File: src/eth_pkg.sv
package eth_pkg;

	// line symbols
	localparam logic [7:0] preamble_byte = 8'h55;
	localparam logic [7:0] sfd_byte = 8'hd5;
	localparam int preamble_len = 7;

	// frame field sizes in bytes
	localparam int head_len = 14;
	localparam int min_payload = 46;
	localparam int fcs_len = 4;
	localparam int gap_len = 12;

	// reflected polynomial, register shifts right
	localparam logic [31:0] crc_poly = 32'hedb88320;
	// register value after data plus a good FCS
	localparam logic [31:0] crc_residue = 32'hdebb20e3;

	// sent msb first, dmac leads
	typedef struct packed {
		logic [47:0] dmac;
		logic [47:0] smac;
		logic [15:0] ethertype;
	} eth_head_t;

	typedef struct packed {
		logic [7:0] data;
		logic last;
	} tx_byte_t;

	typedef struct packed {
		logic [7:0] data;
		logic last;
	} rx_byte_t;

	typedef struct packed {
		logic crc_ok;
		logic phy_err;
		logic overflow;
		logic [15:0] length;
	} rx_status_t;

endpackage

File: src/crc32_d8.sv
`timescale 1ns/1ps

module crc32_d8 (
	input logic clk,
	input logic reset,
	input logic clear,
	input logic enable,
	input logic [7:0] data,
	output logic [31:0] crc,
	output logic residue_ok
);
	import eth_pkg::*;

	logic [31:0] crc_q;
	logic [31:0] crc_next;

	// one byte, lsb first
	always_comb begin
		crc_next = crc_q ^ {24'h000000, data};
		for (int i = 0; i < 8; i++) begin
			crc_next = crc_next[0] ? ((crc_next >> 1) ^ crc_poly) : (crc_next >> 1);
		end
	end

	always_ff @(posedge clk or posedge reset) begin
		if (reset) begin
			crc_q <= '1;
		end else if (clear) begin
			crc_q <= '1;
		end else if (enable) begin
			crc_q <= crc_next;
		end
	end

	// byte 0 of the FCS sits in crc[7:0]
	assign crc = ~crc_q;
	assign residue_ok = (crc_q == crc_residue);

endmodule

File: src/byte_buffer.sv
`timescale 1ns/1ps

module byte_buffer #(
	parameter int DEPTH = 64,
	parameter type payload_t = logic [8:0]
) (
	input logic clk,
	input logic reset,
	input logic push,
	input payload_t push_data,
	input logic pop,
	output payload_t pop_data,
	output logic full,
	output logic empty
);
	localparam int PW = (DEPTH > 1) ? $clog2(DEPTH) : 1;
	localparam int CW = $clog2(DEPTH + 1);

	payload_t mem [DEPTH];
	logic [PW-1:0] wr_ptr;
	logic [PW-1:0] rd_ptr;
	logic [CW-1:0] count;
	logic do_push;
	logic do_pop;

	function automatic logic [PW-1:0] next_ptr(input logic [PW-1:0] ptr);
		return (ptr == PW'(DEPTH - 1)) ? '0 : ptr + 1'b1;
	endfunction

	assign do_push = push && !full;
	assign do_pop = pop && !empty;
	assign full = (count == CW'(DEPTH));
	assign empty = (count == '0);
	// fall-through read
	assign pop_data = mem[rd_ptr];

	always_ff @(posedge clk) begin
		if (do_push) begin
			mem[wr_ptr] <= push_data;
		end
	end

	always_ff @(posedge clk or posedge reset) begin
		if (reset) begin
			wr_ptr <= '0;
			rd_ptr <= '0;
			count <= '0;
		end else begin
			if (do_push) begin
				wr_ptr <= next_ptr(wr_ptr);
			end
			if (do_pop) begin
				rd_ptr <= next_ptr(rd_ptr);
			end
			case ({do_push, do_pop})
				2'b10: count <= count + 1'b1;
				2'b01: count <= count - 1'b1;
				default: count <= count;
			endcase
		end
	end

endmodule

File: src/gmii_tx.sv
`timescale 1ns/1ps

module gmii_tx (
	input logic clk,
	input logic reset,
	input eth_pkg::eth_head_t head,
	input logic start,
	output logic idle,
	input eth_pkg::tx_byte_t byte_in,
	input logic byte_empty,
	output logic byte_pop,
	output logic [7:0] txd,
	output logic tx_en,
	output logic tx_er
);
	import eth_pkg::*;

	typedef enum logic [2:0] {S_IDLE, S_PRE, S_HEAD, S_PAY, S_PAD, S_FCS, S_GAP} state_t;

	state_t state_q;
	state_t state_d;
	logic [15:0] cnt_q;
	logic [15:0] cnt_d;
	eth_head_t head_q;
	logic underrun_q;
	logic [31:0] crc;
	logic [31:0] fcs_q;
	logic [7:0] line_byte;
	logic line_er;
	logic crc_en;
	logic accept;

	assign idle = (state_q == S_IDLE);
	assign accept = idle && start;

	crc32_d8 u_crc (
		.clk(clk),
		.reset(reset),
		.clear(accept),
		.enable(crc_en),
		.data(line_byte),
		.crc(crc),
		.residue_ok()
	);

	// line byte for the next edge
	always_comb begin
		state_d = state_q;
		cnt_d = cnt_q + 1'b1;
		line_byte = 8'h00;
		line_er = 1'b0;
		byte_pop = 1'b0;
		crc_en = 1'b0;
		case (state_q)
			S_IDLE: begin
				cnt_d = '0;
				if (start) begin
					state_d = S_PRE;
				end
			end
			S_PRE: begin
				line_byte = (cnt_q == 16'(preamble_len)) ? sfd_byte : preamble_byte;
				if (cnt_q == 16'(preamble_len)) begin
					state_d = S_HEAD;
					cnt_d = '0;
				end
			end
			S_HEAD: begin
				line_byte = head_q[head_len*8-1 -: 8];
				crc_en = 1'b1;
				if (cnt_q == 16'(head_len - 1)) begin
					state_d = S_PAY;
					cnt_d = '0;
				end
			end
			S_PAY: begin
				crc_en = 1'b1;
				if (byte_empty) begin
					line_er = 1'b1;
				end else begin
					line_byte = byte_in.data;
					byte_pop = 1'b1;
				end
				// an underrun closes the payload early
				if (byte_empty || byte_in.last) begin
					if (cnt_q < 16'(min_payload - 1)) begin
						state_d = S_PAD;
					end else begin
						state_d = S_FCS;
						cnt_d = '0;
					end
				end
			end
			S_PAD: begin
				crc_en = 1'b1;
				line_er = underrun_q;
				if (cnt_q == 16'(min_payload - 1)) begin
					state_d = S_FCS;
					cnt_d = '0;
				end
			end
			S_FCS: begin
				line_byte = (cnt_q == '0) ? crc[7:0] : fcs_q[7:0];
				if (cnt_q == 16'(fcs_len - 1)) begin
					state_d = S_GAP;
					cnt_d = '0;
				end
			end
			default: begin
				// one extra cycle covers the output register lag
				if (cnt_q == 16'(gap_len)) begin
					state_d = S_IDLE;
				end
			end
		endcase
	end

	always_ff @(posedge clk or posedge reset) begin
		if (reset) begin
			state_q <= S_IDLE;
			cnt_q <= '0;
			underrun_q <= 1'b0;
			txd <= 8'h00;
			tx_en <= 1'b0;
			tx_er <= 1'b0;
		end else begin
			state_q <= state_d;
			cnt_q <= cnt_d;
			if (accept) begin
				underrun_q <= 1'b0;
			end else if (state_q == S_PAY && byte_empty) begin
				underrun_q <= 1'b1;
			end
			txd <= line_byte;
			tx_en <= state_q inside {S_PRE, S_HEAD, S_PAY, S_PAD, S_FCS};
			tx_er <= line_er;
		end
	end

	always_ff @(posedge clk) begin
		if (accept) begin
			head_q <= head;
		end else if (state_q == S_HEAD) begin
			head_q <= {head_q[head_len*8-9:0], 8'h00};
		end
		// latch the finished crc, then shift out
		if (state_q == S_FCS) begin
			fcs_q <= (cnt_q == '0) ? {8'h00, crc[31:8]} : {8'h00, fcs_q[31:8]};
		end
	end

endmodule

File: src/gmii_rx.sv
`timescale 1ns/1ps

module gmii_rx (
	input logic clk,
	input logic reset,
	input logic [7:0] rxd,
	input logic rx_dv,
	input logic rx_er,
	output eth_pkg::eth_head_t head,
	output logic head_valid,
	output eth_pkg::rx_byte_t byte_out,
	output logic byte_push,
	input logic byte_full,
	output eth_pkg::rx_status_t status,
	output logic status_valid
);
	import eth_pkg::*;

	typedef enum logic [2:0] {S_IDLE, S_HUNT, S_HEAD, S_BODY, S_GAP} state_t;

	state_t state_q;
	state_t state_d;
	logic [7:0] rxd_q;
	logic dv_q;
	logic er_q;
	logic [3:0] cnt_q;
	logic [3:0][7:0] dl_q;
	logic [2:0] dl_cnt_q;
	logic [7:0] pend_q;
	logic pend_v_q;
	logic [15:0] len_q;
	logic ovf_q;
	logic err_q;
	logic sfd_seen;
	logic head_done;
	logic frame_end;
	logic dl_exit;
	logic crc_en;
	logic crc_ok;

	assign sfd_seen = dv_q && (rxd_q == sfd_byte) && (state_q inside {S_IDLE, S_HUNT});
	assign head_done = (state_q == S_HEAD) && dv_q && (cnt_q == 4'(head_len - 1));
	assign frame_end = (state_q == S_BODY) && !dv_q;
	// oldest byte leaves once four newer ones are held
	assign dl_exit = (state_q == S_BODY) && dv_q && (dl_cnt_q == 3'd4);
	assign crc_en = dv_q && (state_q inside {S_HEAD, S_BODY});

	// pending byte waits so the final one can carry last
	assign byte_push = pend_v_q && (dl_exit || frame_end);
	assign byte_out.data = pend_q;
	assign byte_out.last = frame_end;

	crc32_d8 u_crc (
		.clk(clk),
		.reset(reset),
		.clear(sfd_seen),
		.enable(crc_en),
		.data(rxd_q),
		.crc(),
		.residue_ok(crc_ok)
	);

	always_comb begin
		state_d = state_q;
		case (state_q)
			S_IDLE, S_HUNT: begin
				if (!dv_q) begin
					state_d = S_IDLE;
				end else if (sfd_seen) begin
					state_d = S_HEAD;
				end else if (rxd_q == preamble_byte) begin
					state_d = S_HUNT;
				end else begin
					state_d = S_GAP;
				end
			end
			S_HEAD: begin
				if (!dv_q) begin
					state_d = S_IDLE;
				end else if (head_done) begin
					state_d = S_BODY;
				end
			end
			default: begin
				if (!dv_q) begin
					state_d = S_IDLE;
				end
			end
		endcase
	end

	always_ff @(posedge clk or posedge reset) begin
		if (reset) begin
			rxd_q <= 8'h00;
			dv_q <= 1'b0;
			er_q <= 1'b0;
			state_q <= S_IDLE;
			head_valid <= 1'b0;
			status_valid <= 1'b0;
			cnt_q <= '0;
			dl_cnt_q <= '0;
			pend_v_q <= 1'b0;
			len_q <= '0;
			ovf_q <= 1'b0;
			err_q <= 1'b0;
		end else begin
			rxd_q <= rxd;
			dv_q <= rx_dv;
			er_q <= rx_er;
			state_q <= state_d;
			head_valid <= head_done;
			status_valid <= frame_end;
			if (sfd_seen) begin
				cnt_q <= '0;
			end else if (state_q == S_HEAD && dv_q) begin
				cnt_q <= cnt_q + 1'b1;
			end
			if (sfd_seen) begin
				dl_cnt_q <= '0;
				pend_v_q <= 1'b0;
				len_q <= '0;
			end else if (frame_end) begin
				pend_v_q <= 1'b0;
			end else if (dl_exit) begin
				pend_v_q <= 1'b1;
				len_q <= len_q + 1'b1;
			end else if (state_q == S_BODY && dv_q) begin
				dl_cnt_q <= dl_cnt_q + 1'b1;
			end
			if (sfd_seen) begin
				ovf_q <= 1'b0;
			end else if (byte_push && byte_full) begin
				ovf_q <= 1'b1;
			end
			if (state_q == S_IDLE) begin
				err_q <= dv_q && er_q;
			end else if (dv_q && er_q) begin
				err_q <= 1'b1;
			end
		end
	end

	always_ff @(posedge clk) begin
		if (state_q == S_HEAD && dv_q) begin
			head <= {head[head_len*8-9:0], rxd_q};
		end
		if (state_q == S_BODY && dv_q) begin
			dl_q <= {dl_q[2:0], rxd_q};
		end
		if (dl_exit) begin
			pend_q <= dl_q[3];
		end
		if (frame_end) begin
			status.crc_ok <= crc_ok;
			status.phy_err <= err_q;
			status.overflow <= ovf_q || (byte_push && byte_full);
			status.length <= len_q;
		end
	end

endmodule

File: src/eth_gmii_mac.sv
`timescale 1ns/1ps

module eth_gmii_mac #(
	parameter int TX_DEPTH = 64,
	parameter int RX_DEPTH = 64
) (
	input logic clk,
	input logic reset,
	input eth_pkg::tx_byte_t tx_in,
	input logic tx_in_valid,
	output logic tx_in_ready,
	input eth_pkg::eth_head_t tx_head,
	input logic tx_start,
	output logic tx_idle,
	output logic [7:0] gmii_txd,
	output logic gmii_tx_en,
	output logic gmii_tx_er,
	input logic [7:0] gmii_rxd,
	input logic gmii_rx_dv,
	input logic gmii_rx_er,
	output eth_pkg::eth_head_t rx_head,
	output logic rx_head_valid,
	output eth_pkg::rx_status_t rx_status,
	output logic rx_status_valid,
	output eth_pkg::rx_byte_t rx_out,
	output logic rx_out_valid,
	input logic rx_out_ready
);
	import eth_pkg::*;

	tx_byte_t tx_buf_byte;
	logic tx_full;
	logic tx_empty;
	logic tx_pop;
	rx_byte_t rx_line_byte;
	logic rx_push;
	logic rx_full;
	logic rx_empty;

	assign tx_in_ready = !tx_full;
	assign rx_out_valid = !rx_empty;

	byte_buffer #(.DEPTH(TX_DEPTH), .payload_t(tx_byte_t)) u_tx_buf (
		.clk(clk), .reset(reset),
		.push(tx_in_valid), .push_data(tx_in),
		.pop(tx_pop), .pop_data(tx_buf_byte),
		.full(tx_full), .empty(tx_empty)
	);

	gmii_tx u_tx (
		.clk(clk), .reset(reset),
		.head(tx_head), .start(tx_start), .idle(tx_idle),
		.byte_in(tx_buf_byte), .byte_empty(tx_empty), .byte_pop(tx_pop),
		.txd(gmii_txd), .tx_en(gmii_tx_en), .tx_er(gmii_tx_er)
	);

	// line side cannot stall, full drops bytes
	byte_buffer #(.DEPTH(RX_DEPTH), .payload_t(rx_byte_t)) u_rx_buf (
		.clk(clk), .reset(reset),
		.push(rx_push), .push_data(rx_line_byte),
		.pop(rx_out_ready), .pop_data(rx_out),
		.full(rx_full), .empty(rx_empty)
	);

	gmii_rx u_rx (
		.clk(clk), .reset(reset),
		.rxd(gmii_rxd), .rx_dv(gmii_rx_dv), .rx_er(gmii_rx_er),
		.head(rx_head), .head_valid(rx_head_valid),
		.byte_out(rx_line_byte), .byte_push(rx_push), .byte_full(rx_full),
		.status(rx_status), .status_valid(rx_status_valid)
	);

endmodule

File: config.mk
export PLATFORM = sky130hd
export DESIGN_NAME = eth_gmii_mac
export DESIGN_NICKNAME = d
export VERILOG_FILES = /design/src/eth_pkg.sv /design/src/crc32_d8.sv /design/src/byte_buffer.sv /design/src/gmii_tx.sv /design/src/gmii_rx.sv /design/src/eth_gmii_mac.sv
export SDC_FILE = /design/constraint.sdc
export NUM_CORES = 2
export LEC_CHECK = 0
export ABC_AREA = 1
export BUFFER_PORTS_ARGS = -buffer_cell sky130_fd_sc_hd__buf_2
export CORE_AREA = 5 5 393 356
export DETAILED_ROUTE_END_ITERATION = 7
export DIE_AREA = 0 0 398 361
export PLACE_DENSITY = 0.66
export SLEW_MARGIN = 40
export SYNTH_ARGS = -nofsm -noshare
export SYNTH_HDL_FRONTEND = slang
export SYNTH_SLANG_ARGS = --single-unit
File: constraint.sdc
create_clock -name clk -period 8.6 [get_ports clk]
set_input_delay 2.15 -clock clk [delete_from_list [all_inputs] [get_ports clk]]
set_output_delay 2.15 -clock clk [all_outputs]
set_load 0.01 [all_outputs]
# After elaboration in Yosys (flattened, before gate mapping)

Memory sizes are Yosys's and may differ from the RTL's.
Cells that the tools add are included.

Equal/unequal tests: 38
Shifts and indexed selects: 0
Reductions and logical operators: 52
$add $sub $neg: 12
Multiply operators: 0
Bitwise gates (word level): 19
Multiplexer cells: 83
Magnitude comparators: 1
Div/mod/pow operators: 0

Operators by type and width:

| cell                                                              | count |
|---|---|
| 32-bit 2-to-1 mux                                                 | 20 |
| 112-bit 2-to-1 mux                                                | 2 |
| 13-bit inverter with 14-bit output                                | 16 |
| 16-bit 2-to-1 mux                                                 | 9 |
| 16-bit case mux with 6 select lines                               | 1 |
| 32-bit by 8-bit XOR with 32-bit output                            | 2 |
| 3-bit 2-to-1 mux                                                  | 17 |
| 16-bit by 1-bit adder with 16-bit output (second input constant)  | 2 |
| 16-bit by 4-bit == test with 1-bit output (second input constant) | 2 |
| 32-bit == test (second input constant)                            | 1 |
| 32-bit inverter                                                   | 1 |
| 8-bit case mux with 4 select lines                                | 1 |
| 7-bit case mux with 2 select lines                                | 2 |
| 2-bit nonzero test                                                | 13 |
| 6-bit by 1-bit adder with 6-bit output (second input constant)    | 4 |
| 6-bit == test (second input constant)                             | 4 |
| 24-bit 2-to-1 mux                                                 | 1 |
| 6-bit 2-to-1 mux                                                  | 4 |
| 8-bit 2-to-1 mux                                                  | 3 |
| 1-bit 2-to-1 mux                                                  | 18 |
| 3-bit case mux with 6 select lines                                | 1 |
| 1-bit logical AND                                                 | 17 |
| 16-bit by 2-bit == test with 1-bit output (second input constant) | 1 |
| 16-bit by 3-bit == test with 1-bit output (second input constant) | 1 |
| 34 further kinds                                                  | 62 |

Word-level logic and storage cells: 249
RAM bits: 1152
Flip-flop bits (word level): 488
Bits in read-only memories: 0
Bits in latches: 0
Input bits: 136
Memories: 2
Output and inout bits: 155

Memory list:

| name         | words | bits a word | read ports | clocked after Yosys merged registers in | wr ports | line              | RTL |
|---|---|---|---|---|---|---|---|
| u_rx_buf.mem | 64    | 9           | 1          | 0                                       | 1        | byte_buffer.sv:19 | `payload_t mem [DEPTH];` |
| u_tx_buf.mem | 64    | 9           | 1          | 0                                       | 1        | byte_buffer.sv:19 |  |

# Depth between registers and ports, before layout

Depth in word-level cells: 22
Mapped depth: 26
Gate-level depth less buffers: 23

# Modules after synthesis

Synthesis repeated with hierarchy kept, for this count alone.

Cells, all modules: 6294
Area total of the unflattened synthesis: 69733.1 um^2

By module, submodules not included:

| module                 | sequential area each (um^2) | instances | area each (um^2) | cells an instance |
|---|---|---|---|---|
| byte_buffer            | 17772.0                     | 2         | 24687.4          | 2149 |
| gmii_tx                | 4834.6                      | 1         | 7764.9           | 786 |
| gmii_rx                | 6160.9                      | 1         | 7319.5           | 449 |
| crc32_d8 at u_rx.u_crc | 840.8                       | 1         | 2643.8           | 377 |
| crc32_d8 at u_tx.u_crc | 840.8                       | 1         | 2622.5           | 382 |
| eth_gmii_mac           | 0.0                         | 1         | 7.5              | 2 |

# Least setup slack after synthesis

Ideal clock, no wire load.

Path kind: flip-flop to flip-flop
Start point: register u_rx.state_q[2]
End point: register u_rx.u_crc.crc_q[4]
Stages on the path, launching flop included: 12
Setup time: 0.078 ns
Required time: 8.522 ns
Arrival time: 7.015 ns
Period minus slack after synthesis: 7.092 ns
Path slack: 1.508 ns
Cell sequence: dfrtp_1 > nor3_1 > inv_1 > nor2_1 > nor2_1 > inv_1 > nor2_1 > nor2_1 > inv_2 > clkbuf_1 > o22ai_1 > inv_1

Longest elaborated chain between the ends: 4
Elaborated cells on any way between the ends: 10
Those cells by class: eq/ne (3); mux (1); reduce/logical (6)

Ends and longest elaborated chain:

| element                                                                | line                         | RTL |
|---|---|---|
| from (decl)                                                            | gmii_rx.sv:21                | `state_t state_q;` |
| from (signal assigned)                                                 | gmii_rx.sv:110               | `state_q <= state_d;` |
| 3-bit by 1-bit == test with 1-bit output, or another cell as far along | gmii_rx.sv:41                | `assign sfd_seen = dv_q && (rxd_q == sfd_byte) && (state_q inside {S_IDLE, S_HUNT});` |
| 2-bit nonzero test, on equally long branches                           | gmii_rx.sv:41, gmii_rx.sv:46 |  |
| 1-bit logical AND, on equally long branches                            | gmii_rx.sv:41, gmii_rx.sv:46 |  |
| 32-bit 2-to-1 mux / 2-bit nonzero test (equally long branches)         | -                            |  |
| to (signal assigned)                                                   | crc32_d8.sv:31               | `crc_q <= crc_next;` |
| to (decl)                                                              | crc32_d8.sv:14               | `logic [31:0] crc_q;` |

Parallel ways exist; a longest one is shown, timed or not.
A chain may end at the register's enable or synchronous reset.

==> key figures <==
Run status
  – Status: finished, final reports clean

CTS
  – Worst-Skew Late Latency: 780 ps
  – Clock slew at reported path FFs: 60 ps
  – Post-CTS sizing: 0
  – CTS hold repair buffers: 0
  – Root buf cell: clkbuf_16
  – Clock buffer count from CTS: 162
  – Clock net sink count: 1,632
  – TritonCTS clock tree: yes
  – CTS H-Tree Depth: 4
  – Post-CTS Repair Setup Buffers: 0
  – Clock buffer depth: 3

Synthesis
  – Yosys reg bits: 1,632
  – Mapped Nets: 5,810
  – Synth Flop Type: edfxtp_1
  – Post-synth design cell area: 67,050 µm²
  – FFs w/ async S/R, synth: 10.60%
  – Yosys warns: 0
  – Sequential area share after synthesis: 71.92%
  – Cells after synthesis: 5,647
  – Post-synth EDFFs: 1,459
  – Mapped Avg Cell Area: 11.87 µm²
  – Yosys cell types: 59

Pwr
  – Seq pwr share: 40.0%
  – Sw Pwr: 0.008828 W
  – Power Dens Cells: 326.2 nW/µm²
  – P_leak: 27.76 nW
  – Maximum vdd ir drop: 0.2900 mV
  – Internal: 0.01593 W
  – Clock share of power: 29.1%
  – Sw Ratio: 35.65%
  – Logic gate share of total power: 30.9%

GRT
  – All-Layer GR Usage: 22.78%
  – Initial antenna violation count: 7
  – First-pass GRT wire length: 253,800 µm
  – Largest net degree at the start of global routing: 207
  – GRT Residual Overflow: 0
  – Number of global-route vias before repair: 41,966

STA
  – Fmax: 0.1565 GHz
  – Max-slew violation count: 0
  – Fin crit share: 74.30%
  – Fin. Hold Viols: 0
  – Slew HR: 43.27%
  – Post-layout minimum cycle time: 6390 ps
  – RSZ-0062 raised after global routing: no
  – Worst Hold Margin: 413.1 ps
  – Final worst-path setup slack: 2210 ps
  – Worst Max-Slew Pin Slew: 851.0 ps
  – Skew final: 26.66 ps
  – Final setup fails: 0
  – Setup TNS: 0 ps

Worst setup path
  – Critical Path Sink Type: primary output
  – Critical Path Start Type: flip-flop
  – CP max FO: 105
  – Worst path arrival time: 4240 ps
  – Worst path required time: 6450 ps
  – Critical setup path kind: flip-flop to primary output

Route
  – Residual DRC: 0
  – Via density: 5.594
  – Routed Wire Length: 167,100 µm
  – DR WL/cell: 21.31 µm
  – Antenna Nets Post-Route: 0
  – DRT iter0 DRCs: 4,481
  – Overall via count from detail_route: 43,861
  – DR pass1 iterations: 5

Placed design
  – Routability Congestion: 0.8765
  – Setup WS pre-CTS: 3031 ps
  – HPWL Detailed: 98,850 µm
  – Inst Count DP: 7,531
  – Port Buffers: 290

Cells and area
  – Final net count: 6,045
  – Share of cells above drive strength 1: 14.26%
  – Fill cells: 11,025
  – Reg area: 48,240 µm²
  – Layout Area Growth over Synthesis: 13.20%
  – Finished Layout Cells: 7,841
  – Multi-input gate area: 16,860 µm²

Floorplan
  – Die Ht: 361 µm
  – Die ar.: 143,700 µm²
  – Total core area: 135,000 µm²
  – Rows: 128
  – I/O pin cnt: 291
  – Starting Density: 49.66%
  – Die Wd: 398 µm

Job
  – Max_cap viols: 0

Hold path
  – Hold WC Path Type: flip-flop to flip-flop
[cells by family (layout without fill, tap and decap cells)]
| kind of cell | after synthesis | after routing | synth area share (%) |
|---|---|---|---|
| other cells | 0 | 4 | 0 |
| xor+xnor | 113 | 113 | 1.571 |
| buf+inv | 534 | 904 | 3.491 |
| flops | 1632 | 1632 | 71.92 |
| fa+ha+maj | 27 | 27 | 0.5262 |
| compound gates | 796 | 796 | 6.845 |
| simple gates | 2545 | 2545 | 15.65 |
[state kept, by name (all words and copies together) (netlist names), 7 cells and up]
register	cells
u_rx.len_q	16
u_rx.u_crc.crc_q	32
u_rx.pend_q	8
u_tx.cnt_q	16
u_rx.rxd_q	8
u_rx_buf.mem	576
u_tx.txd	8
u_rx.dl_q	32
u_tx.u_crc.crc_q	32
u_rx_buf.count	7
u_tx.head_q	112
u_rx.head	112
u_tx.fcs_q	24
u_tx_buf.mem	576
u_rx.status	19
u_tx_buf.count	7
[power by group through the flow]
stage / clock, W / sequential [W] / combinational (W)
after global routing: 0.00767 / 0.00997 / 0.00849
after detailed placement: 0 / 0.0101 / 0.00752
after CTS: 0.00733 / 0.00990 / 0.00756
final: 0.00721 / 0.00990 / 0.00765
after global placement: 0 / 0.0101 / 0.00733
after floorplan: 0 / 0.00989 / 0.00551
[worst paths after layout]
path | slack (ps) | end | startpoint | depth (start not counted)
worst max register to register | 3460 | u_tx.u_crc.crc_q[19] | u_tx_buf.rd_ptr[0] | 24
worst min-delay path | 410 | u_rx.dl_q[17] | u_rx.dl_q[9] | 0
min in group asynchronous | 1450 | u_rx.len_q[15] | reset | 2
max in group asynchronous | 6110 | u_tx.tx_er | reset | 3
worst max-delay path | 2210 | rx_out[2] | u_rx_buf.rd_ptr[0] | 11
worst min register to register | 410 | u_rx.dl_q[17] | u_rx.dl_q[9] | 0
[per-stage QoR]
step	util, %	power [W]	cell area (µm²)
2_1_floorplan	-	0.01540	67050
3_3_place_gp	51.79	0.01739	69930
3_5_place_dp	52.01	0.01758	70220
4_1_cts	56.04	0.02478	75660
5_1_grt	56.21	0.02612	75900
6_report	56.22	0.02476	75900
[final cells by class]
| cell class | instances | area share (%) |
|---|---|---|
| clock buffers | 211 | 5.812 |
| inverters | 250 | 1.307 |
| well taps | 1820 | 3.000 |
| multi-input cells | 3481 | 22.21 |
| repair buffers | 355 | 2.743 |
| flip-flops and latches | 1632 | 63.55 |
| clock inverters | 88 | 1.363 |
| diodes | 4 | 0.01319 |
[worst max-delay path, stage by stage (launching register included)]
cell,delay (ps)
dfrtp_4,690
buf_12,300
buf_12,380
buf_16,380
o21ai_0,160
o22ai_1,220
nand2_1,70
nand3_1,120
nand3_1,160
a31o_2,320
a31oi_1,330
buf_2,210
[cell usage in the layout (no fill, tap or decap), drive strengths merged, types with 9 or more instances in the layout]
cell,n
inv,245
buf,355
dfstp,64
a31oi,26
a21oi,142
a32o,20
clkinv,73
nand3,469
nor2,581
o22ai,122
edfxtp,1459
nor4,10
dfrtp,109
nand2,1398
xnor2,31
o221ai,40
o211ai,25
nand4,23
xor2,82
nor3,43
ha,25
bufinv,18
a31o,9
clkbuf,211
nand3b,9
o21ai,388
[Yosys cell counts, drive strengths merged (2+ instances only)]
cell	n	area [µm²]
edfxtp	1459	43810
nand2	1398	5359
nor2	581	2207
nand3	469	2357
o21ai	388	1942
inv	242	913.4
clkbuf	156	585.6
a21oi	142	710.7
buf	128	810.8
o22ai	122	763.2
dfrtp	109	2728
xor2	82	767.0
dfstp	64	1682
nor3	43	215.2
o221ai	40	350.3
xnor2	31	286.5
a31oi	26	162.7
ha	25	312.8
o211ai	25	187.7
nand4	23	143.9
a32o	20	200.2
nor4	10	62.56
a31o	9	78.83
nand3b	9	67.56
clkinv	8	31.28
a211oi	6	45.04
a22oi	5	37.54
or2	5	31.28
nor3b	4	30.03
o311ai	4	35.04
a32oi	2	17.52
and2	2	12.51
fa	2	40.04
o21bai	2	15.01
[routing by layer]
metal | share of wire (%) | track usage, % | vias up
li1 | - | - | 20354
met1 | 42 | 32.92 | 21411
met2 | 47 | 35.09 | 1805
met3 | 8.6 | 4.377 | 291
met4 | 3.1 | 7.541 | 0
met5 | 0 | 0 | -
No activity file was read; power rests on OpenSTA's default activity.
